### src/verilog/rooth_pkg.sv
// rooth bus package
// widths, bus structs, memory map and depths shared by the bus fabric
// and its slaves
package rooth_pkg;

    // ----------------------------------------
    // widths and depths
    // ----------------------------------------
    localparam int BUS_AW      = 32;
    localparam int BUS_DW      = 32;
    localparam int REQ_CREDITS = 4;
    localparam int REQ_PTR_W   = $clog2(REQ_CREDITS);
    localparam int RAM_WORDS   = 256;
    localparam int RAM_AW      = $clog2(RAM_WORDS);
    localparam int GPIO_PINS   = 16;

    typedef logic [BUS_AW-1:0]    bus_addr_t;
    typedef logic [BUS_DW-1:0]    bus_data_t;
    typedef logic [REQ_PTR_W-1:0] req_ptr_t;
    typedef logic [REQ_PTR_W:0]   req_cnt_t;
    typedef logic [RAM_AW-1:0]    ram_idx_t;
    typedef logic [GPIO_PINS-1:0] gpio_vec_t;
    typedef logic [3:0]           region_t;
    typedef logic [3:0]           reg_off_t;

    // ----------------------------------------
    // memory map
    // ----------------------------------------
    // region is taken from addr[31:28]
    localparam region_t  REGION_RAM   = 4'h0;
    localparam region_t  REGION_TIMER = 4'h1;
    localparam region_t  REGION_GPIO  = 4'h2;

    // register offsets from addr[3:0]
    localparam reg_off_t TIMER_CTRL   = 4'h0;
    localparam reg_off_t TIMER_VALUE  = 4'h4;
    localparam reg_off_t TIMER_CMP    = 4'h8;
    localparam reg_off_t GPIO_CTRL    = 4'h0;
    localparam reg_off_t GPIO_DATA    = 4'h4;

    // ----------------------------------------
    // bus types
    // ----------------------------------------
    typedef enum logic [1:0] {
        SEL_RAM   = 2'd0,
        SEL_TIMER = 2'd1,
        SEL_GPIO  = 2'd2,
        SEL_NONE  = 2'd3
    } slave_sel_e;

    // encoding 2'b11 is left out and behaves as off
    typedef enum logic [1:0] {
        GPIO_OFF = 2'b00,
        GPIO_OUT = 2'b01,
        GPIO_IN  = 2'b10
    } gpio_mode_e;

    typedef struct packed {
        logic      we;
        bus_addr_t addr;
        bus_data_t wdata;
    } bus_req_t;

    typedef struct packed {
        logic      err;
        bus_data_t rdata;
    } bus_rsp_t;

    typedef struct packed {
        logic       valid;
        slave_sel_e sel;
        bus_req_t   req;
    } dec_stage_t;

endpackage

### src/verilog/bus_addr_decode.sv
// address decode stage
// takes the FIFO head while the bus is free, tags it with the target
// slave and registers the tagged request for the slave stage
module bus_addr_decode (
    input  logic                  clk,
    input  logic                  arst_n_i,
    input  logic                  hold_i,
    input  rooth_pkg::bus_req_t   head_i,
    input  logic                  not_empty_i,
    output logic                  pop_o,
    output rooth_pkg::dec_stage_t dec_o
);

    rooth_pkg::slave_sel_e sel_d;
    rooth_pkg::slave_sel_e sel_q;
    rooth_pkg::bus_req_t   req_q;
    logic                  valid_q;

    // nothing moves while another master owns the bus
    assign pop_o = not_empty_i && !hold_i;

    // region lookup on the top nibble
    always_comb begin
        case (head_i.addr[31:28])
            rooth_pkg::REGION_RAM:   sel_d = rooth_pkg::SEL_RAM;
            rooth_pkg::REGION_TIMER: sel_d = rooth_pkg::SEL_TIMER;
            rooth_pkg::REGION_GPIO:  sel_d = rooth_pkg::SEL_GPIO;
            default:                 sel_d = rooth_pkg::SEL_NONE;
        endcase
    end

    always_ff @(posedge clk or negedge arst_n_i) begin
        if (!arst_n_i) begin
            valid_q <= 1'b0;
        end else begin
            valid_q <= pop_o;
        end
    end

    always_ff @(posedge clk) begin
        if (pop_o) begin
            sel_q <= sel_d;
            req_q <= head_i;
        end
    end

    assign dec_o = '{valid: valid_q, sel: sel_q, req: req_q};

endmodule

### config.mk
export PLATFORM = sky130hd
export DESIGN_NAME = bus_addr_decode
export DESIGN_NICKNAME = d
export VERILOG_FILES = /design/src/verilog/rooth_pkg.sv /design/src/verilog/bus_addr_decode.sv
export SDC_FILE = /design/constraint.sdc
export NUM_CORES = 1
export LEC_CHECK = 0
export BUFFER_PORTS_ARGS = -buffer_cell sky130_fd_sc_hd__buf_2
export CORE_MARGIN = 3
export CORE_UTILIZATION = 26
export DETAILED_ROUTE_END_ITERATION = 8
export SLEW_MARGIN = 20
export SYNTH_ARGS = -nofsm -noshare
export SYNTH_HDL_FRONTEND = slang
export SYNTH_SLANG_ARGS = --single-unit
### constraint.sdc
create_clock -name clk -period 6.2 [get_ports clk]
set_input_delay 0.93 -clock clk [delete_from_list [all_inputs] [get_ports clk]]
set_output_delay 0.93 -clock clk [all_outputs]
set_load 0.02 [all_outputs]
==> key figures <==
Final layout
  – Antenna Diode Count: 0
  – FILL cells: 738
  – Area Growth Syn to Fin: 48.5%
  – Design area: 3060 µm²
  – Cell Count, Final, Fillers Out: 324
  – Core Util, Final: 40.9%
  – Final net count: 289
  – Fraction of layout instances using a drive strength above 1: 68.4%

Logic synthesis
  – Area contributors post-synth: edfxtp_1 (98%), dfrtp_1 (1.2%), or3_1 (0.61%)
  – Synthesized cell area: 2060 µm²
  – Prevailing post-synth register cell: edfxtp_1
  – Average size of a mapped cell: 28.7 µm²
  – Post-Syn Instances: 72
  – Post-synth cell types: 5
  – #FFs+latches synth: 68
  – Share of the synthesized area in the top cell type: 97.5%
  – Synth area leader: edfxtp_1
  – Sequential element share of the synthesized area: 98.7%
  – Async SR Flop Fraction: 1.47%
  – Number of synthesized flops with an enable pin: 67
  – Syn Nets: 141
  – Yosys warnings: 0
  – Post-synth top cells: edfxtp_1 (67), or3_1 (2), buf_4 (1), dfrtp_1 (1), nor2b_1 (1)
  – Count leader, synth: edfxtp_1

Worst setup path
  – Slowest-stage cell, CP: buf_4
  – Worst-path fanout max: 69
  – Crit start category: input port
  – Most used cell, CP: buf_2
  – Worst EP arrival: 2080 ps
  – Critical path capture point type: primary output
  – CP peak stage delay: 640 ps
  – Critical path class: input port to primary output
  – Crit-path cells: buf_2 > nor2b_4 > buf_4 > buf_2
  – Required time of the critical path: 5270 ps

Drt
  – DR iter-0 viols: 50
  – Router iterations before antenna repair: 4
  – Via-to-Cell Ratio: 3.78
  – # DRC: 0
  – WL final: 4420 µm
  – Wire per inst: 13.6 µm
  – Total number of vias: 1225
  – ANT nets after route: 0

Place
  – Final GP Congestion: 0.643
  – Post-place setup slack: 3140 ps
  – Post-Place Cells: 308
  – IO Port Bufs: 137
  – DP Wirelength: 3320 µm
  – Post-placement cell area: 2880 µm²

Power and ir drop
  – VDD IR-drop max: 0.000174 V
  – Total leakage power: 1.30 nW
  – Pwr/cell area: 320 nW/µm²
  – Design Power: 0.979 mW

Floorplan
  – Total die area: 9040 µm²
  – Initial Util: 27.6%
  – Die width: 95.1 µm
  – Row count: 31
  – IO Pins: 138
  – Die Span Y: 95.1 µm
  – Core Footprint: 7490 µm²

Global route
  – Global Route Usage Sum: 9.96%
  – Initial antenna violation count: 0
  – Largest net degree at the start of global routing: 70
  – First-pass GRT wire length: 6330 µm
  – Vias in the first global route: 1308
  – GR Overflow Total: 0

Clocking
  – H-tree levels: 3
  – Post-cts resize count: 0
  – CTS buffer count: 9
  – Postcts setup bufs: 0
  – Clk pin slew, worst setup/hold paths: 60 ps
  – CTS tree: built
  – Root buf cell: clkbuf_8
  – Hold buffers post-CTS: 0
  – Longest Clk Path Bufs: 2
  – CTS Sinks: 68

Timing
  – Max frequency: 332 MHz
  – TNS Setup: 0 ps
  – Slew HR: 45.5%
  – Min Tclk post-route: 3010 ps
  – Worst-Margin Slew: 818 ps
  – Endpoints failing setup: 0
  – Final worst slack: 3190 ps
  – Final-report hold violation count: 0
  – Fin crit share: 48.6%
  – Hold Worst Slack: 368 ps
  – Max Slew Vio Count: 0
  – RSZ-0062 raised after global routing: no

Worst hold path
  – Min-Delay Path Class: input port to asynchronous set/reset pin

Job
  – Max Cap Viol: 0

Status
  – Outcome: finished clean
-- logic make-up after synthesis --
group / share of synthesized area, %
flip-flops: 98.7
AND/OR/NAND/NOR: 0.910
buffers and inverters: 0.364
-- area by class of cell --
| cell class | count | area (µm²) | area share [%] |
|---|---|---|---|
| clock buffers | 10 | 128 | 4.17 |
| clock inverters | 6 | 55.1 | 1.80 |
| multi-input cells | 3 | 26.3 | 0.858 |
| flip-flops and latches | 68 | 2040 | 66.5 |
| well taps | 99 | 124 | 4.04 |
| repair buffers | 138 | 693 | 22.6 |
-- flip-flops by register name, indices dropped and copies added, names as in the netlist --
name	flops
dec_o	65
valid_q	1
sel_q	2
-- critical path: cells and delay by family --
family	cells	cell delay, ps
buffers and inverters	3	1050
AND/OR/NAND/NOR	1	90
-- metal layers --
metal	vias up	share of wire, %	track usage [%]
met4	0	1.2	4.33
met5	-	0	0
met1	553	37	10.3
li1	583	-	-
met3	6	12	6.16
met2	83	50	16.2
-- layout by cell type, fill, tap and decap left out, drive strengths merged --
cell type / n
clkbuf: 10
edfxtp: 67
buf: 138
or3: 2
nor2b: 1
bufinv: 1
clkinv: 5
dfrtp: 1
-- power breakdown --
part           switching [mW]  total (mW)  internal (mW)
Clock                   0.152       0.334          0.182
Sequential            0.00649       0.546          0.539
Combinational          0.0638      0.0990         0.0352
Total                   0.222       0.979          0.757
-- worst paths after layout --
kind	startpoint	end	cells past startpoint
worst max-delay path	hold_i	pop_o	4
worst min-delay path	arst_n_i	valid_q$_DFF_PN0_	1
max in group asynchronous	arst_n_i	valid_q$_DFF_PN0_	1
min in group clk	head_i[59]	dec_o[59]$_DFFE_PP_	1
No activity file was read; power rests on OpenSTA's default activity.
