`src/verilog/rooth_pkg.sv`:
```
// rooth bus package
// widths, bus structs, memory map and depths shared by the bus fabric
// and its slaves
package rooth_pkg;

    // ----------------------------------------
    // widths and depths
    // ----------------------------------------
    localparam int BUS_AW      = 32;
    localparam int BUS_DW      = 32;
    localparam int REQ_CREDITS = 4;
    localparam int REQ_PTR_W   = $clog2(REQ_CREDITS);
    localparam int RAM_WORDS   = 256;
    localparam int RAM_AW      = $clog2(RAM_WORDS);
    localparam int GPIO_PINS   = 16;

    typedef logic [BUS_AW-1:0]    bus_addr_t;
    typedef logic [BUS_DW-1:0]    bus_data_t;
    typedef logic [REQ_PTR_W-1:0] req_ptr_t;
    typedef logic [REQ_PTR_W:0]   req_cnt_t;
    typedef logic [RAM_AW-1:0]    ram_idx_t;
    typedef logic [GPIO_PINS-1:0] gpio_vec_t;
    typedef logic [3:0]           region_t;
    typedef logic [3:0]           reg_off_t;

    // ----------------------------------------
    // memory map
    // ----------------------------------------
    // region is taken from addr[31:28]
    localparam region_t  REGION_RAM   = 4'h0;
    localparam region_t  REGION_TIMER = 4'h1;
    localparam region_t  REGION_GPIO  = 4'h2;

    // register offsets from addr[3:0]
    localparam reg_off_t TIMER_CTRL   = 4'h0;
    localparam reg_off_t TIMER_VALUE  = 4'h4;
    localparam reg_off_t TIMER_CMP    = 4'h8;
    localparam reg_off_t GPIO_CTRL    = 4'h0;
    localparam reg_off_t GPIO_DATA    = 4'h4;

    // ----------------------------------------
    // bus types
    // ----------------------------------------
    typedef enum logic [1:0] {
        SEL_RAM   = 2'd0,
        SEL_TIMER = 2'd1,
        SEL_GPIO  = 2'd2,
        SEL_NONE  = 2'd3
    } slave_sel_e;

    // encoding 2'b11 is left out and behaves as off
    typedef enum logic [1:0] {
        GPIO_OFF = 2'b00,
        GPIO_OUT = 2'b01,
        GPIO_IN  = 2'b10
    } gpio_mode_e;

    typedef struct packed {
        logic      we;
        bus_addr_t addr;
        bus_data_t wdata;
    } bus_req_t;

    typedef struct packed {
        logic      err;
        bus_data_t rdata;
    } bus_rsp_t;

    typedef struct packed {
        logic       valid;
        slave_sel_e sel;
        bus_req_t   req;
    } dec_stage_t;

endpackage

```
`src/verilog/bus_req_fifo.sv`:
```
// request FIFO
// holds the credited requests of the master and hands back one credit
// for every entry taken by the decode stage
module bus_req_fifo (
    input  logic                clk,
    input  logic                arst_n_i,
    input  logic                req_valid_i,
    input  rooth_pkg::bus_req_t req_i,
    input  logic                pop_i,
    output rooth_pkg::bus_req_t head_o,
    output logic                not_empty_o,
    output logic                credit_o
);

    rooth_pkg::bus_req_t mem [rooth_pkg::REQ_CREDITS];

    rooth_pkg::req_ptr_t wr_ptr;
    rooth_pkg::req_ptr_t rd_ptr;
    rooth_pkg::req_cnt_t count;

    // ----------------------------------------
    // storage
    // ----------------------------------------
    // master never pushes without a credit so no full check
    always_ff @(posedge clk) begin
        if (req_valid_i) begin
            mem[wr_ptr] <= req_i;
        end
    end

    assign head_o      = mem[rd_ptr];
    assign not_empty_o = (count != '0);

    // ----------------------------------------
    // pointers and count
    // ----------------------------------------
    // depth is a power of two so pointers wrap on their own
    always_ff @(posedge clk or negedge arst_n_i) begin
        if (!arst_n_i) begin
            wr_ptr <= '0;
            rd_ptr <= '0;
            count  <= '0;
        end else begin
            if (req_valid_i) begin
                wr_ptr <= wr_ptr + 1'b1;
            end
            if (pop_i) begin
                rd_ptr <= rd_ptr + 1'b1;
            end
            case ({req_valid_i, pop_i})
                2'b10:   count <= count + 1'b1;
                2'b01:   count <= count - 1'b1;
                default: count <= count;
            endcase
        end
    end

    // one credit back per pop, a cycle later
    always_ff @(posedge clk or negedge arst_n_i) begin
        if (!arst_n_i) begin
            credit_o <= 1'b0;
        end else begin
            credit_o <= pop_i;
        end
    end

endmodule

```
`config.mk`:
```
export PLATFORM = sky130hd
export DESIGN_NAME = bus_req_fifo
export DESIGN_NICKNAME = d
export VERILOG_FILES = /design/src/verilog/rooth_pkg.sv /design/src/verilog/bus_req_fifo.sv
export SDC_FILE = /design/constraint.sdc
export NUM_CORES = 1
export LEC_CHECK = 0
export BUFFER_PORTS_ARGS = -buffer_cell sky130_fd_sc_hd__buf_2
export CAP_MARGIN = 20
export CELL_PAD_IN_SITES_DETAIL_PLACEMENT = 0
export CELL_PAD_IN_SITES_GLOBAL_PLACEMENT = 2
export CORE_MARGIN = 3
export CORE_UTILIZATION = 41
export CTS_CLUSTER_SIZE = 40
export DETAILED_ROUTE_END_ITERATION = 8
export PLACE_DENSITY_LB_ADDON = 0.08
export SLEW_MARGIN = 40
export SYNTH_ARGS = -nofsm -noshare
export SYNTH_HDL_FRONTEND = slang
export SYNTH_SLANG_ARGS = --single-unit
```
`constraint.sdc`:
```
create_clock -name clk -period 2.7 [get_ports clk]
set_input_delay 0 -clock clk [delete_from_list [all_inputs] [get_ports clk]]
set_output_delay 0 -clock clk [all_outputs]
set_load 0.005 [all_outputs]
```
==> results.yml <==
outcome:
  status: "completed"
floorplan:
  core.rowCount: 56
  initial_core_util: 0.418
  ios: 136
  die_h_um: 161
  design.die.area_um2: 25900
  core-area_um2: 23500
  die_w_um: 161
critical_path:
  cp_data_arrival_time_ps: 2360
  end_kind: "primary output"
  required_ps: 2700
  cp_max_fo: 33
  rr_worst_depth: 4
  critPathKind: "reg2out"
  cp_cell_sequence: "buf_12 -> mux4_2 -> buf_2"
  slowest_stage: "dfrtp_4"
  start_kind: "flip-flop"
  worst_path_largest_cell_delay_ps: 740
sta:
  report.final.hold_viol_count: 0
  relSlewSlack: 0.642
  worst_slew_pin_slew_ps: 537
  rsz0062_at_grt: "false"
  fin_skew_ps: 5.82
  setup_viol: 0
  fin_crit_sh: 0.876
  fmax_mhz: 423
  report.final.slew_viol_count: 0
  timing.final.crit_period_ps: 2360
  setup_tns_ps: 0
drt:
  postRouteAntennaNets: 0
  wl_um: 18700
  routedWlPerCell_um: 19.8
  drc: 0
  drt_iter0_drc: 238
  drt_first_pass_iters: 4
  vias: 4594
  routed_via_density: 4.87
global_routing:
  grt_max_degree: 37
  grt_pass1_vias: 5118
  antenna_found_initial: 0
  grtUsageTotal: 0.148
  overflow: 0
  grt_pass1_wl_um: 29400
power_and_ir_drop:
  p_per_area_nw_per_um2: 1030
  vdd_drop_max_v: 0.000609
  finalPower_uw: 12900
  leakage_uw: 0.00437
placed_design:
  gp_congestion: 0.659
  place_hpwl_um: 11300
  placed_cell_area_um2: 10900
  portBuffers: 135
clock_network:
  cts-root-buf: "clkbuf_16"
  cts_resized: 0
  htree_levels: 1
  tritoncts: "done"
  clk_pin_slew_worst_paths_ps: 60
  insertion_delay_ps: 510
  cts_buffers: 27
  cts.sinks: 268
  clk_path_buf_depth: 3
logic_synthesis:
  synth_cell_types: 19
  synth_seq_area_share: 0.814
  syn-cell-area_um2: 9830
  syn_area_per_cell_um2: 26.2
  postSynthRegisterBits: 268
  ys.warnings.count: 0
  syn-num-nets: 451
  netlist_instances: 376
layout:
  multi_input_area_um2: 1670
  nets: 681
  seq_area_um2: 8020
  final_area_um2: 12600
  drive_above_1_share: 0.413
  area_growth_syn_to_layout_pct: 27.6
  num-fill-cells: 1904
  n_antenna_cell: 0
flow_run:
  maxCapViolations: 0
min_path:
  worstHoldPathCells: 2
  hp-class: "in2reg"
layer usage:
metal  vias to the layer above  part of all wire  track usage
met5                         -                 0      0.00189
met4                         0             0.020       0.0356
met3                        26             0.050       0.0310
met2                       113              0.52        0.260
met1                      2391              0.41        0.191
li1                       2064                 -            -
synth_stat cells:
library cell	count	share of area
mux2i_1	1	0.0010
clkbuf_1	2	0.00076
buf_2	5	0.0025
nor2_1	1	0.00038
inv_1	6	0.0023
nand2_1	2	0.00076
and2_1	4	0.0025
edfxtp_1	260	0.79
dfrtp_1	8	0.020
mux4_2	65	0.15
xnor2_1	2	0.0018
buf_12	4	0.0081
fa_1	1	0.0020
buf_6	1	0.0011
xor2_1	4	0.0036
o21ai_0	1	0.00051
ha_1	5	0.0064
buf_4	3	0.0023
or3_1	1	0.00064
cell type report:
class,count,area share
multi-input cells,87,0.133
clock inverters,15,0.0158
inverters,6,0.00179
flip-flops and latches,268,0.639
clock buffers,33,0.0572
repair buffers,216,0.122
well taps,319,0.0318
sequential cells by signal, summed over array words and instances, names as in the netlist:
name	count
credit_o	1
rd_ptr	2
wr_ptr	2
mem	260
count	3
cell families after synthesis:
logic type,after synthesis,synth area share
adder cells (fa/ha/maj),6,0.00840
AO/OA/AOI/OAI,1,0.000508
AND/OR/NAND/NOR,8,0.00433
flip-flops,268,0.814
XOR/XNOR,6,0.00534
multiplexers,66,0.150
buffers and inverters,21,0.0172
repair_timing:
item                      in CTS  in global routing
hold endpoints to repair     275                  0
hold buffers                  69                  0
setup buffers                  0                  0
where the power goes:
group / internal [µW] / switching [µW] / total (µW)
sequential: 5440 / 380 / 5820
combinational: 1740 / 1540 / 3280
clock: 2350 / 1450 / 3800
worst paths after layout:
check,startpoint,to,slack (ps)
min,pop_i,credit_o$_DFF_PN0_,210
min reg2reg,count[2]$_DFFE_PN0P_,count[2]$_DFFE_PN0P_,470
max in group asynchronous,arst_n_i,rd_ptr[0]$_DFFE_PN0P_,1890
min in group asynchronous,arst_n_i,count[2]$_DFFE_PN0P_,480
max,rd_ptr[0]$_DFFE_PN0P_,head_o[3],340
max reg2reg,wr_ptr[0]$_DFFE_PN0P_,mem[0][12]$_DFFE_PP_,1040
through the flow:
stage / cells / hold slack [ps] / util / setup WS (ps)
floorplan: 376 / -296 / - / 122
global placement: 827 / -139 / 0.465 / 798
detailed placement: 827 / -133 / 0.465 / 808
CTS: 944 / 171 / 0.533 / 238
global route: 944 / 200 / 0.533 / 168
finish: 944 / 207 / 0.533 / 336
layout by cell type (no fill, tap or decap):
cell type        n
mux4_2          65
buf_4            6
o21ai_0          1
dlygate4sd3_1   69
clkbuf_1         4
buf_12           6
mux2i_1          1
xor2_1           4
nand2_1          2
ha_1             5
or3_1            1
clkbuf_8         2
fa_1             1
clkinvlp_4       1
clkinv_1         4
clkinv_2         5
xnor2_1          2
clkbuf_16       27
inv_1            6
dfrtp_1          6
edfxtp_1       260
and2_4           4
nor2_1           1
dfrtp_4          2
buf_2          135
bufinv_16        5
critical path, delay by kind of cell, from the launching register on:
family	cells	cell delay, ps
multiplexers	1	580
buffers and inverters	2	490
flip-flops	1	740
Power figures use the tool's default switching activity.
