--- src/verilog/rooth_pkg.sv ---
// rooth bus package
// widths, bus structs, memory map and depths shared by the bus fabric
// and its slaves
package rooth_pkg;

    // ----------------------------------------
    // widths and depths
    // ----------------------------------------
    localparam int BUS_AW      = 32;
    localparam int BUS_DW      = 32;
    localparam int REQ_CREDITS = 4;
    localparam int REQ_PTR_W   = $clog2(REQ_CREDITS);
    localparam int RAM_WORDS   = 256;
    localparam int RAM_AW      = $clog2(RAM_WORDS);
    localparam int GPIO_PINS   = 16;

    typedef logic [BUS_AW-1:0]    bus_addr_t;
    typedef logic [BUS_DW-1:0]    bus_data_t;
    typedef logic [REQ_PTR_W-1:0] req_ptr_t;
    typedef logic [REQ_PTR_W:0]   req_cnt_t;
    typedef logic [RAM_AW-1:0]    ram_idx_t;
    typedef logic [GPIO_PINS-1:0] gpio_vec_t;
    typedef logic [3:0]           region_t;
    typedef logic [3:0]           reg_off_t;

    // ----------------------------------------
    // memory map
    // ----------------------------------------
    // region is taken from addr[31:28]
    localparam region_t  REGION_RAM   = 4'h0;
    localparam region_t  REGION_TIMER = 4'h1;
    localparam region_t  REGION_GPIO  = 4'h2;

    // register offsets from addr[3:0]
    localparam reg_off_t TIMER_CTRL   = 4'h0;
    localparam reg_off_t TIMER_VALUE  = 4'h4;
    localparam reg_off_t TIMER_CMP    = 4'h8;
    localparam reg_off_t GPIO_CTRL    = 4'h0;
    localparam reg_off_t GPIO_DATA    = 4'h4;

    // ----------------------------------------
    // bus types
    // ----------------------------------------
    typedef enum logic [1:0] {
        SEL_RAM   = 2'd0,
        SEL_TIMER = 2'd1,
        SEL_GPIO  = 2'd2,
        SEL_NONE  = 2'd3
    } slave_sel_e;

    // encoding 2'b11 is left out and behaves as off
    typedef enum logic [1:0] {
        GPIO_OFF = 2'b00,
        GPIO_OUT = 2'b01,
        GPIO_IN  = 2'b10
    } gpio_mode_e;

    typedef struct packed {
        logic      we;
        bus_addr_t addr;
        bus_data_t wdata;
    } bus_req_t;

    typedef struct packed {
        logic      err;
        bus_data_t rdata;
    } bus_rsp_t;

    typedef struct packed {
        logic       valid;
        slave_sel_e sel;
        bus_req_t   req;
    } dec_stage_t;

endpackage

--- src/verilog/gpio.sv ---
// GPIO slave
// per pin 2-bit mode, output data register and double flopped input
// sampling for pins in input mode
module gpio (
    input  logic                  clk,
    input  logic                  arst_n_i,
    input  rooth_pkg::dec_stage_t dec_i,
    output rooth_pkg::bus_data_t  rdata_o,
    input  rooth_pkg::gpio_vec_t  pin_in_i,
    output rooth_pkg::gpio_vec_t  pin_out_o,
    output rooth_pkg::gpio_vec_t  pin_oe_o
);

    rooth_pkg::gpio_mode_e [rooth_pkg::GPIO_PINS-1:0] mode_q;

    rooth_pkg::gpio_vec_t data_q;
    rooth_pkg::gpio_vec_t sync1_q;
    rooth_pkg::gpio_vec_t sync2_q;
    rooth_pkg::gpio_vec_t rd_pins;
    rooth_pkg::reg_off_t  off;
    logic                 hit;

    assign off = dec_i.req.addr[3:0];
    assign hit = dec_i.valid && (dec_i.sel == rooth_pkg::SEL_GPIO);

    // ----------------------------------------
    // mode and data registers
    // ----------------------------------------
    always_ff @(posedge clk or negedge arst_n_i) begin
        if (!arst_n_i) begin
            for (int i = 0; i < rooth_pkg::GPIO_PINS; i++) begin
                mode_q[i] <= rooth_pkg::GPIO_OFF;
            end
            data_q <= '0;
        end else if (hit && dec_i.req.we) begin
            if (off == rooth_pkg::GPIO_CTRL) begin
                for (int i = 0; i < rooth_pkg::GPIO_PINS; i++) begin
                    mode_q[i] <= rooth_pkg::gpio_mode_e'(dec_i.req.wdata[2*i +: 2]);
                end
            end
            if (off == rooth_pkg::GPIO_DATA) begin
                data_q <= dec_i.req.wdata[rooth_pkg::GPIO_PINS-1:0];
            end
        end
    end

    // two flop synchronizer on the pad inputs
    always_ff @(posedge clk or negedge arst_n_i) begin
        if (!arst_n_i) begin
            sync1_q <= '0;
            sync2_q <= '0;
        end else begin
            sync1_q <= pin_in_i;
            sync2_q <= sync1_q;
        end
    end

    // input pins read the pad, the rest read back DATA
    always_comb begin
        for (int i = 0; i < rooth_pkg::GPIO_PINS; i++) begin
            pin_oe_o[i] = (mode_q[i] == rooth_pkg::GPIO_OUT);
            rd_pins[i]  = (mode_q[i] == rooth_pkg::GPIO_IN) ? sync2_q[i] : data_q[i];
        end
    end

    assign pin_out_o = data_q;

    always_ff @(posedge clk) begin
        if (hit && !dec_i.req.we) begin
            case (off)
                rooth_pkg::GPIO_CTRL: rdata_o <= rooth_pkg::bus_data_t'(mode_q);
                rooth_pkg::GPIO_DATA: rdata_o <= rooth_pkg::bus_data_t'(rd_pins);
                default:              rdata_o <= '0;
            endcase
        end
    end

endmodule

--- config.mk ---
export PLATFORM = sky130hd
export DESIGN_NAME = gpio
export DESIGN_NICKNAME = d
export VERILOG_FILES = /design/src/verilog/rooth_pkg.sv /design/src/verilog/gpio.sv
export SDC_FILE = /design/constraint.sdc
export NUM_CORES = 1
export LEC_CHECK = 0
export ABC_AREA = 1
export BUFFER_PORTS_ARGS = -buffer_cell sky130_fd_sc_hd__buf_4
export CAP_MARGIN = 25
export CORE_ASPECT_RATIO = 2
export CORE_MARGIN = 1.5
export CORE_UTILIZATION = 35
export DETAILED_ROUTE_END_ITERATION = 6
export PLACE_DENSITY = 0.64
export SYNTH_ARGS = -nofsm -noshare
export SYNTH_HDL_FRONTEND = slang
export SYNTH_SLANG_ARGS = --single-unit
--- constraint.sdc ---
create_clock -name clk -period 1.3 [get_ports clk]
set_clock_uncertainty 0.15 [all_clocks]
set_input_delay 0.13 -clock clk [delete_from_list [all_inputs] [get_ports clk]]
set_output_delay 0.13 -clock clk [all_outputs]
set_load 0.02 [all_outputs]
==> summary.txt <==
Floorplan
  – FP Rows: 58
  – DIE AREA: 13400 µm²
  – DIE HEIGHT: 162 µm
  – Ports: 150
  – Starting Density: 35.5%
  – Core Area: 12500 µm²
  – Die X: 82.5 µm

Synthesis
  – Synth unique cells: 19
  – Synth area leader: dfrtp_1
  – Cells after Synth: 446
  – YS warnings: 0
  – Area contributors post-synth: dfrtp_1 45%, edfxtp_1 22%, nand2_1 16%
  – Sequential fraction of the synthesis area: 66.9%
  – Yosys top cell area share: 45.2%
  – Ys async rst share: 71.4%
  – FF+latch count, synth: 112
  – Post-synth EDFFs: 32
  – Most used DFF post-synth: dfrtp_1
  – Syn Area/Cell: 9.93 µm²
  – Count leader, synth: nand2_1
  – Syn nets: 532
  – Top post-synthesis cells by count: 193 x nand2_1, 80 x dfrtp_1, 35 x inv_1
  – Mapped cell area: 4430 µm²

GRT
  – Largest net degree at the start of global routing: 38
  – Initial antenna violation count: 0
  – Number of global-route vias before repair: 3850
  – Global-route wire length before repair: 18700 µm
  – Met3 Use GR: 2.64%
  – GRT met1 Usage: 20.9%
  – Grt met2 use: 33.9%
  – Total grt overflow: 0
  – All-Layer GR Usage: 18.9%
  – Busiest grt layer: met2

Outcome
  – Failing checks: setup timing
  – Outcome: finished, violations left

Timing
  – Final critical-path required period: 1330 ps
  – Fin. max-slew vios: 0
  – Slew @ Worst Pin: 424 ps
  – Hold_ws: 73.8 ps
  – Unrepaired setup endpoints after global routing: yes
  – Final setup vio count: 3
  – Final WS setup: -32.9 ps
  – Setup TNS: -46.8 ps
  – Slew HR: 71.7%
  – Final count of hold timing violations: 0
  – Crit share post-route: 103%
  – Fmax: 750 MHz

Clock tree
  – Clk sinks: 112
  – Cts bufs inserted: 9
  – Clock-pin slew on the worst setup and hold paths: 70 ps
  – H-Tree Depth: 3
  – TritonCTS clock tree: yes
  – Worst skew pair latency: 340 ps
  – Root buf cell: clkbuf_16
  – Longest Clk Path Bufs: 2

Cells and area
  – Register area: 2970 µm²
  – Nets@finish: 759
  – Area delta synth->final: 55.0%
  – Fill cells: 1116
  – Area of the multi-input gates: 1290 µm²
  – Antenna Diode Count: 0
  – Share of cells above drive strength 1: 35.7%

Drt
  – DRT iter0 DRCs: 267
  – DRC: 0
  – Post-DRT Antenna Nets: 0
  – Via density per instance: 4.57
  – Drt pass-1 iters: 4
  – DRT Wirelength: 11800 µm
  – Vias: 3784
  – WL/cell: 14.3 µm

Worst setup path
  – Worst setup EP type: primary output
  – Worst path slowest cell: dfrtp_1
  – Slowest stage delay, CP: 420 ps
  – Critical path startpoint category: register
  – Crit-path max FO: 4
  – Worst Path Buf+Inv: 2
  – Delay-heaviest family, CP: flip-flops
  – Critical path type: register to primary output
  – CP Cell Sequence: inv_2 -> nor2_4 -> buf_6
  – Crit path required time: 1020 ps
  – WP data arrival: 1050 ps

Run
  – Max-cap viol count: 0

Pwr
  – P_leak: 0.00345 µW
  – Pwr dens: 1120 nW/µm²
  – Pwr Total: 7690 µW
  – Peak VDD IR: 0.000675 V

Worst hold path
  – Worst Hold Class: primary input to async pin

Placement
  – Post-DP HPWL: 7900 µm
  – Buffers on Ports: 121
  – Placer Congestion: 0.835
power by group:
part	switching [µW]	internal [µW]	total [µW]
Combinational	584	628	1210
Sequential	135	3800	3940
Clock	1230	1310	2550
routing by layer:
layer,share of wire (%),wire [µm],vias to the layer above
met5,0,0,-
met1,37,4420,1778
met2,55,6510,126
met3,3.3,391,36
met4,4.4,519,0
li1,-,-,1844
layout by cell type, fill, tap and decap left out, types with 9 or more instances in the layout:
| cell | synthesis | layout |
|---|---|---|
| inv_2 | 1 | 15 |
| inv_1 | 35 | 19 |
| nand2_1 | 193 | 193 |
| nand3_1 | 32 | 32 |
| buf_6 | 9 | 19 |
| dlygate4sd3_1 | 0 | 49 |
| nor2_4 | 3 | 11 |
| o21ai_1 | 0 | 9 |
| dfrtp_1 | 80 | 76 |
| buf_4 | 2 | 155 |
| nor2_1 | 33 | 18 |
| edfxtp_1 | 32 | 32 |
| clkbuf_16 | 0 | 9 |
per-stage QoR:
step	cell area, µm²	cells	setup WS [ps]	util, %
detailed placement	5640	722	-68.4	45.2
global route	6860	828	-75.0	55.0
finish	6860	828	-32.9	55.0
global placement	5640	722	-29.1	45.2
floorplan	4460	446	-38.0	-
CTS	6710	819	-41.3	53.8
registers in the layout (all words and copies together) (netlist names):
register	count
mode_q	32
sync2_q	16
rdata_o	32
pin_out_o	16
sync1_q	16
cell type report:
type,instances,share of cell area (%)
inverter,37,2.28
timing repair buffer,229,29.0
tap,150,2.73
multi-input combinational,284,18.8
sequential,112,43.2
clock inverter,6,0.638
clock buffer,10,3.34
worst paths after layout:
path	from	to	slack (ps)	depth (start not counted)
max in group asynchronous	arst_n_i	mode_q[5]	410	3
worst max-delay path	mode_q[6]	pin_oe_o[3]	-30	3
min in group clk	dec_i[64]	rdata_o[30]	110	3
worst min-delay path	arst_n_i	sync1_q[14]	70	2
worst max register to register	mode_q[17]	rdata_o[8]	50	6
worst min register to register	sync1_q[3]	sync2_q[3]	200	0
repair_timing:
action                                 CTS  global route
setup buffers                           33             9
endpoints found under the hold margin  144             0
pin swaps                                6            14
setup endpoints to repair               16            28
hold buffers                            49             0
gates resized for setup                 30            43
cells by family after synthesis:
logic type	count (synthesis)	synth area share, %
AOI/OAI and AO/OA	16	1.81
buffers and inverters	50	6.02
DFF	112	66.9
and+or+nand+nor	268	25.3
Power figures use the tool's default switching activity.
