## config.mk

```make
export PLATFORM = sky130hd
export DESIGN_NAME = timer
export DESIGN_NICKNAME = d
export VERILOG_FILES = /design/src/verilog/rooth_pkg.sv /design/src/verilog/timer.sv
export SDC_FILE = /design/constraint.sdc
export NUM_CORES = 1
export LEC_CHECK = 0
export ABC_AREA = 1
export BUFFER_PORTS_ARGS = -buffer_cell sky130_fd_sc_hd__buf_4
export CAP_MARGIN = 0
export CELL_PAD_IN_SITES_DETAIL_PLACEMENT = 2
export CELL_PAD_IN_SITES_GLOBAL_PLACEMENT = 2
export CORE_UTILIZATION = 34
export CTS_CLUSTER_SIZE = 25
export DETAILED_ROUTE_END_ITERATION = 6
export GPL_ROUTABILITY_DRIVEN = 0
export HOLD_SLACK_MARGIN = 0.02
export PLACE_DENSITY = 0.88
export SYNTH_ARGS = -nofsm -noshare
export SYNTH_HDL_FRONTEND = slang
export SYNTH_SLANG_ARGS = --single-unit
export TNS_END_PERCENT = 20
```

## constraint.sdc

```tcl
create_clock -name clk -period 4.52 [get_ports clk]
set_input_delay 1.13 -clock clk [delete_from_list [all_inputs] [get_ports clk]]
set_output_delay 1.13 -clock clk [all_outputs]
set_load 0.005 [all_outputs]
```

## src/verilog/rooth_pkg.sv

```systemverilog
// rooth bus package
// widths, bus structs, memory map and depths shared by the bus fabric
// and its slaves
package rooth_pkg;

    // ----------------------------------------
    // widths and depths
    // ----------------------------------------
    localparam int BUS_AW      = 32;
    localparam int BUS_DW      = 32;
    localparam int REQ_CREDITS = 4;
    localparam int REQ_PTR_W   = $clog2(REQ_CREDITS);
    localparam int RAM_WORDS   = 256;
    localparam int RAM_AW      = $clog2(RAM_WORDS);
    localparam int GPIO_PINS   = 16;

    typedef logic [BUS_AW-1:0]    bus_addr_t;
    typedef logic [BUS_DW-1:0]    bus_data_t;
    typedef logic [REQ_PTR_W-1:0] req_ptr_t;
    typedef logic [REQ_PTR_W:0]   req_cnt_t;
    typedef logic [RAM_AW-1:0]    ram_idx_t;
    typedef logic [GPIO_PINS-1:0] gpio_vec_t;
    typedef logic [3:0]           region_t;
    typedef logic [3:0]           reg_off_t;

    // ----------------------------------------
    // memory map
    // ----------------------------------------
    // region is taken from addr[31:28]
    localparam region_t  REGION_RAM   = 4'h0;
    localparam region_t  REGION_TIMER = 4'h1;
    localparam region_t  REGION_GPIO  = 4'h2;

    // register offsets from addr[3:0]
    localparam reg_off_t TIMER_CTRL   = 4'h0;
    localparam reg_off_t TIMER_VALUE  = 4'h4;
    localparam reg_off_t TIMER_CMP    = 4'h8;
    localparam reg_off_t GPIO_CTRL    = 4'h0;
    localparam reg_off_t GPIO_DATA    = 4'h4;

    // ----------------------------------------
    // bus types
    // ----------------------------------------
    typedef enum logic [1:0] {
        SEL_RAM   = 2'd0,
        SEL_TIMER = 2'd1,
        SEL_GPIO  = 2'd2,
        SEL_NONE  = 2'd3
    } slave_sel_e;

    // encoding 2'b11 is left out and behaves as off
    typedef enum logic [1:0] {
        GPIO_OFF = 2'b00,
        GPIO_OUT = 2'b01,
        GPIO_IN  = 2'b10
    } gpio_mode_e;

    typedef struct packed {
        logic      we;
        bus_addr_t addr;
        bus_data_t wdata;
    } bus_req_t;

    typedef struct packed {
        logic      err;
        bus_data_t rdata;
    } bus_rsp_t;

    typedef struct packed {
        logic       valid;
        slave_sel_e sel;
        bus_req_t   req;
    } dec_stage_t;

endpackage

```

## src/verilog/timer.sv

```systemverilog
// timer slave
// free running counter with compare match, sticky pending flag and
// a registered interrupt
module timer (
    input  logic                  clk,
    input  logic                  arst_n_i,
    input  rooth_pkg::dec_stage_t dec_i,
    output rooth_pkg::bus_data_t  rdata_o,
    output logic                  irq_o
);

    rooth_pkg::bus_data_t value_q;
    rooth_pkg::bus_data_t cmp_q;
    rooth_pkg::reg_off_t  off;

    logic enable_q;
    logic pending_q;
    logic irq_en_q;
    logic hit;
    logic wr;
    logic match;

    assign off   = dec_i.req.addr[3:0];
    assign hit   = dec_i.valid && (dec_i.sel == rooth_pkg::SEL_TIMER);
    assign wr    = hit && dec_i.req.we;
    assign match = enable_q && (value_q == cmp_q);

    // ----------------------------------------
    // control and compare registers
    // ----------------------------------------
    always_ff @(posedge clk or negedge arst_n_i) begin
        if (!arst_n_i) begin
            enable_q <= 1'b0;
            irq_en_q <= 1'b0;
            cmp_q    <= '0;
        end else if (wr) begin
            if (off == rooth_pkg::TIMER_CTRL) begin
                enable_q <= dec_i.req.wdata[0];
                irq_en_q <= dec_i.req.wdata[2];
            end
            if (off == rooth_pkg::TIMER_CMP) begin
                cmp_q <= dec_i.req.wdata;
            end
        end
    end

    // a match in the same cycle as a clear keeps the flag set
    always_ff @(posedge clk or negedge arst_n_i) begin
        if (!arst_n_i) begin
            pending_q <= 1'b0;
        end else if (match) begin
            pending_q <= 1'b1;
        end else if (wr && off == rooth_pkg::TIMER_CTRL && dec_i.req.wdata[1]) begin
            pending_q <= 1'b0;
        end
    end

    // ----------------------------------------
    // counter
    // ----------------------------------------
    always_ff @(posedge clk or negedge arst_n_i) begin
        if (!arst_n_i) begin
            value_q <= '0;
        end else if (wr && off == rooth_pkg::TIMER_VALUE) begin
            value_q <= dec_i.req.wdata;
        end else if (match) begin
            value_q <= '0;
        end else if (enable_q) begin
            value_q <= value_q + 1'b1;
        end
    end

    always_ff @(posedge clk or negedge arst_n_i) begin
        if (!arst_n_i) begin
            irq_o <= 1'b0;
        end else begin
            irq_o <= pending_q && irq_en_q;
        end
    end

    // register read port
    always_ff @(posedge clk) begin
        if (hit && !dec_i.req.we) begin
            case (off)
                rooth_pkg::TIMER_CTRL:  rdata_o <= {29'd0, irq_en_q, pending_q, enable_q};
                rooth_pkg::TIMER_VALUE: rdata_o <= value_q;
                rooth_pkg::TIMER_CMP:   rdata_o <= cmp_q;
                default:                rdata_o <= '0;
            endcase
        end
    end

endmodule

```

==> results of run 1 <==
-- cell families after synthesis --
group                    after synthesis
XOR/XNOR                              33
flip-flops                           100
adder cells (fa/ha/maj)                1
AND/OR/NAND/NOR                      398
buffers and inverters                191
AO/OA/AOI/OAI                        106
-- layout make-up --
type	instances	area (sq um)
Inverter	166	623
Clock inverter	4	50.0
Clock buffer	12	246
Sequential cell	100	2660
Timing Repair Buffer	80	601
Fill cell	2059	10300
Tap cell	225	282
Multi-Input combinational cell	538	2580
-- registers in the layout, indices dropped and copies added, names as in the netlist --
name / count
rdata_o: 32
enable_q: 1
pending_q: 1
value_q: 32
irq_en_q: 1
irq_o: 1
cmp_q: 32
-- worst max-delay path, delay by kind of cell --
| family | cells | cell delay (ps) |
|---|---|---|
| AO/OA/AOI/OAI | 1 | 150 |
| buffers and inverters | 6 | 1520 |
| AND/OR/NAND/NOR | 5 | 490 |
-- final timing paths --
path | start | to | slack (ps) | depth (start not counted)
worst min register to register | cmp_q[2] | cmp_q[2] | 500 | 2
worst max-delay path | dec_i[33] | value_q[26] | 1520 | 12
worst min-delay path | cmp_q[2] | cmp_q[2] | 500 | 2
min in group asynchronous | arst_n_i | cmp_q[11] | 920 | 1
max in group asynchronous | arst_n_i | cmp_q[19] | 2970 | 1
worst max register to register | value_q[0] | value_q[26] | 2310 | 10
-- routing by layer --
layer	vias to the layer above	routed length [um]	GRT usage [%]
met2	96	10300	42.3
met4	0	440	7.68
li1	2731	-	-
met3	27	612	3.38
met5	-	0	0
met1	2828	9510	31.5
-- synthesized netlist by cell type --
cell type  number
nor2_1         76
buf_6           5
o211ai_1        1
nor3_1          4
o21ai_1         2
nand2_1       250
inv_1         155
edfxtp_1       32
clkbuf_1       10
nand4_1        13
o21ai_0        43
or2_4           1
nand3_1        44
ha_1            1
nor2_4          1
nand3_4         2
nand2_2         1
clkinv_1        1
nand3_2         1
dfrtp_1        68
o22ai_1        56
o221ai_1        3
nor2_2          2
xor2_1         20
buf_4           4
xnor2_1        13
inv_2          10
buf_2           6
and2_1          2
a21oi_1         1
nor3_4          1
-- where the power goes --
part / switching (mW) / internal, mW / total (mW)
clock: 0.359 / 0.445 / 0.804
sequential: 0.160 / 1.04 / 1.20
combinational: 0.545 / 0.302 / 0.847
==> run metrics, run 1 <==
outcome=finished clean; Skew-Pair Late Insertion Delay=360 ps; most common cell after layout, fill and taps aside=nand2_1; Synth top area share=28.3%; Fin Clk Skew=roughly 7.6 ps; Starting Density=a little over a third; Post-route DRC=0; RSZ-0062 raised after global routing=false; # diodes=0; Via Count=about 5,700; Tot Pwr=2.85 mW; Simple-Gate Fraction of Synth Area=27.6%; layout cells sized above 1=between 10% and 20%; number of port buffers=74; fin area=0.00704 sq mm; DP Area=0.00675 sq mm; Final Hold Viols=0; Setup Crit Path Kind=in -> reg; Synth Area in Adders=0.208%; pin count of the biggest net entering global routing=69; Power Density=405 mW/mm^2; post-synthesis mux area share=0%; Post-Place Cells=1,109; Synth area leaders=dfrtp_1 28%, edfxtp_1 16%, nand2_1 16%; vias in the first global route=6,107; slowest CP cell=inv_2; drt first pass iters=7; DRT iter0 DRCs=230; Post-CTS Resized=0; total grt overflow=0; Syn Nets=900; non-filler cells in the finished layout=roughly 1,100; Layout Nets=between 900 and 1,000; pre-CTS WS=1180 ps; WP data required=4810 ps; global-route wire length before repair=33.4 mm; vias per std cell=5.05; post-synth top area cell=dfrtp_1; Critical Path AT=roughly 3300 ps; DIE WIDTH=between 100 and 150 um; final setup TNS=0 ps; Die Y=135 um; Tightest Hold Check Type=reg -> reg; Crit. End Element=register; Cell Chain, Critical Path=buf_4, or2_4, inv_2, nand3_4, buf_4, nor2_4, inv_2, nand2_1, buf_4, o22ai_1, inv_1, nand2_1; IO Count=103; largest family of logic cells by synthesized area=simple AND/OR/NAND/NOR gates; clock sinks=100; Post-Syn Instances=829; CP Max Fanout=39; fin. max-slew vios=0; DR WL/cell=around 19 um; root buf cell=clkbuf_16; Max Buffers Root-to-Sink=2; synth warn=0; worst vdd ir=0.000200 V; post-synthesis cell area=roughly 0.006 sq mm; Area growth, synth to finish=17.1%; FP Rows=48; Max Cap Viol=0; CTS tree=yes; post-synthesis compound-gate area fraction=10.2%; period utilization=between 60% and 70%; hold_ws=496 ps; Slew HR=a little over a third; gr usage total=24.5%; core area=around 0.017 sq mm; Startpoint Class=input port; Num CTS Buffers=9; DIE AREA=0.0182 sq mm; post-synth cell types=31; Post-CTS Setup Inserts=0; sequential-to-total area share from yosys stat=about 44%; cell mode on critical path=buf_4; Tmin final=3000 ps; setup violators final=0; initial antenna violation count=0; max incr delay on CP=620 ps; Final WS setup=1520 ps; flops & latches, synth=100; final WL=20.9 mm; Final Util=40.7%; hpwl dp=15.5 mm; fmax=333 MHz; CTS clk-pin slew, worst paths=70 ps; post-route ant nets=0; syn avg cell area=between 7 and 8 sq um; commonest cells after routing, fill and taps aside=250 x nand2_1, 155 x inv_1, 80 x buf_4; P_leak=3.36 nW; Worst-Margin Slew=979 ps; XOR/XNOR Fraction of Synth Area=4.81%; hold_buf cts=0; htree depth=3
Note: power is estimated with default switching activity, not from simulation.
==> run 2: changes to the inputs <==
--- a/config.mk
+++ b/config.mk
@@ -10,12 +10,12 @@
 export CAP_MARGIN = 0
 export CELL_PAD_IN_SITES_DETAIL_PLACEMENT = 2
 export CELL_PAD_IN_SITES_GLOBAL_PLACEMENT = 2
-export CORE_UTILIZATION = 34
+export CORE_UTILIZATION = 29
 export CTS_CLUSTER_SIZE = 25
 export DETAILED_ROUTE_END_ITERATION = 6
 export GPL_ROUTABILITY_DRIVEN = 0
 export HOLD_SLACK_MARGIN = 0.02
-export PLACE_DENSITY = 0.88
+export PLACE_DENSITY = 0.8
 export SYNTH_ARGS = -nofsm -noshare
 export SYNTH_HDL_FRONTEND = slang
 export SYNTH_SLANG_ARGS = --single-unit
==> constraint.sdc (replaced) <==
create_clock -name clk -period 2.44 [get_ports clk]
set_input_delay 0.61 -clock clk [delete_from_list [all_inputs] [get_ports clk]]
set_output_delay 0.61 -clock clk [all_outputs]
set_load 0.005 [all_outputs]
==> run 2 against run 1 <==
Core utilization decreased by 5.4 points. Non-clock buffer count increased by 9. Final area increased by 1.7%. Via count decreased by 0.42%. Final cell count increased by 4.8%. Setup slack got worse by 1200 ps. Combinational power increased by 85%. Critical path type is now reg -> reg. Critical endpoint is now value_q[13].
==> run metrics, run 2 (same netlist as run 1, synthesis figures left out) <==
DRT iter0 DRCs=254 (was 230); Starting Density=29.6% (was 34.8%); outcome=finished clean (unchanged); most common cell after layout, fill and taps aside=nand2_1 (unchanged); period utilization=between 80% and 90%; FP Rows=52 (was 48); DIE AREA=0.0213 sq mm (was 0.0182 sq mm); Tightest Hold Check Type=in -> async (was reg -> reg); Post-CTS Setup Inserts=0 (unchanged); commonest cells after routing, fill and taps aside=250 x nand2_1, 155 x inv_1, 88 x buf_4 (was 250 x nand2_1, 155 x inv_1, 80 x buf_4); Layout fillers=2,434 (was 2,059); max incr delay on CP=450 ps (was 620 ps); Setup Crit Path Kind=reg -> reg (was in -> reg); setup violators final=0 (unchanged); Crit. End Element=register (unchanged); worst vdd ir=0.000327 V (was 0.000200 V); vias in the first global route=6,314 (was 6,107); DR WL/cell=18.2 um (was 18.6 um); P_leak=3.41 nW (was 3.36 nW); Power Density=723 mW/mm^2 (was 405 mW/mm^2); Register-to-Register Path Depth=10 (unchanged); cell family with most CP delay=simple AND/OR/NAND/NOR gates (was buffers and inverters); fin. max-slew vios=0 (unchanged); Post-CTS Resized=0 (unchanged); RSZ-0062 raised after global routing=false (unchanged); register area=0.00266 sq mm (unchanged); final setup TNS=0 ps (unchanged); clock sinks=100 (unchanged); initial antenna violation count=0 (unchanged); Area growth, synth to finish=19.1% (was 17.1%); Skew-Pair Late Insertion Delay=350 ps (was 360 ps); Worst path depth=10 (was 12); Crit path buffers/inverters=1 (was 6); Num CTS Buffers=9 (unchanged); root buf cell=clkbuf_16 (unchanged); cell mode on critical path=nand2_1 (was buf_4); hold_ws=210 ps (was 496 ps); CTS tree=yes (unchanged); Cell Chain, Critical Path=inv_1, nand2_1, nand2_1, nand2_1, nor2_1, nand2_1, nor2_1, nand3_4, nand3_1, nand2_1 (was buf_4, or2_4, inv_2, nand3_4, buf_4, nor2_4, inv_2, nand2_1, buf_4, o22ai_1, inv_1, nand2_1); Startpoint Class=register (was input port); Die Y=146 um (was 135 um); post-route ant nets=0 (unchanged); biggest regs=cmp_q (32), rdata_o (32), value_q (32) (unchanged); total grt overflow=0 (unchanged); final WL=21.5 mm (was 20.9 mm); DIE WIDTH=146 um (was 135 um); Tmin final=2080 ps; hold_buf cts=0 (unchanged); CP Max Fanout=27 (was 39); Via Count=5,658 (was 5,682); fmax=just under 500 MHz; Max Buffers Root-to-Sink=2 (unchanged); multi-input logic area=0.00258 sq mm (about the same); slowest CP cell=dfrtp_1 (was inv_2); gr usage total=21.2% (was 24.5%); IO Count=103 (unchanged); Critical Path AT=2320 ps (was 3300 ps); Slew HR=58.1% (was 34.8%); CTS clk-pin slew, worst paths=70 ps (about the same); Fin Clk Skew=7.05 ps (was 7.58 ps); Layout Nets=975 (was 966); hpwl dp=16.3 mm (was 15.5 mm); Worst-Margin Slew=628 ps (was 979 ps); # diodes=0 (unchanged); WP data required=2670 ps (was 4810 ps); Final Hold Viols=0 (unchanged); htree depth=3 (unchanged); layout cells sized above 1=13.3% (was 12.7%); number of port buffers=74 (unchanged); Post-route DRC=0 (unchanged); pin count of the biggest net entering global routing=40 (was 69); core area=0.0203 sq mm (was 0.0173 sq mm); global-route wire length before repair=34.5 mm (was 33.4 mm); Max Cap Viol=0 (unchanged); vias per std cell=4.80 (was 5.05); drt first pass iters=4 (was 7)
## run 2: cell count changes in the layout (fill, tap and decap cells not counted), sizes merged
cell	change
clkinvlp	-2
clkinv	+2
clkbuf	+1
buf	+9
bufinv	-1
## run 2: worst register-to-register path, stage by stage (launching register included)
cell and delay [ps]:
dfrtp_1 450, inv_1 160, nand2_1 70, nand2_1 120
nand2_1 130, nor2_1 120, nand2_1 80, nor2_1 180
nand3_4 360, nand3_1 240, nand2_1 60
## run 2: area by class of cell
type | count | share of cell area [%]
Clock buffer | 13 | 3.63
Clock inverter | 3 | 0.175
Inverter | 166 | 8.70
Multi-Input combinational cell | 538 | 36.1
Sequential cell | 100 | 37.2
Tap cell | 270 | 4.72
Timing Repair Buffer | 89 | 9.50
## run 2: per-layer routing
layer	vias to the layer above	GRT usage, %	routed length (um)
met2	94	37.4	10600
met5	-	0	0
li1	2745	-	-
met1	2797	26.9	9800
met3	22	3.07	622
met4	0	5.99	389
## run 2: worst paths after layout
| kind | end | slack (ps) | from |
|---|---|---|---|
| setup / recovery | value_q[13] | 360 | value_q[8] |
| hold / removal | cmp_q[17] | 210 | arst_n_i |
| setup reg to reg | value_q[13] | 360 | value_q[8] |
| hold reg to reg | irq_o | 490 | irq_en_q |
| max in group asynchronous | value_q[1] | 1650 | arst_n_i |
| min in group clk | irq_o | 490 | irq_en_q |
## run 2: through the flow
| step | setup slack [ps] | instances | total power [mW] | cell area, sq um | util, % |
|---|---|---|---|---|---|
| detailed placement | 242 | 1163 | 3.83 | 6890 | 33.9 |
| global placement | 300 | 1163 | 3.74 | 6890 | 33.9 |
| CTS | 348 | 1179 | 5.24 | 7160 | 35.3 |
| floorplan | 106 | 829 | 3.24 | 6020 | - |
| finish | 359 | 1179 | 5.18 | 7160 | 35.3 |
| global route | 166 | 1179 | 5.53 | 7160 | 35.3 |
## run 2: power by group
| part | internal [mW] | leakage (nW) | switching [mW] | total [mW] |
|---|---|---|---|---|
| Sequential | 1.93 | 1.22 | 0.292 | 2.23 |
| Clock | 0.742 | 0.135 | 0.635 | 1.38 |
| Combinational | 0.566 | 2.05 | 1.01 | 1.57 |
| Total | 3.24 | 3.41 | 1.93 | 5.18 |
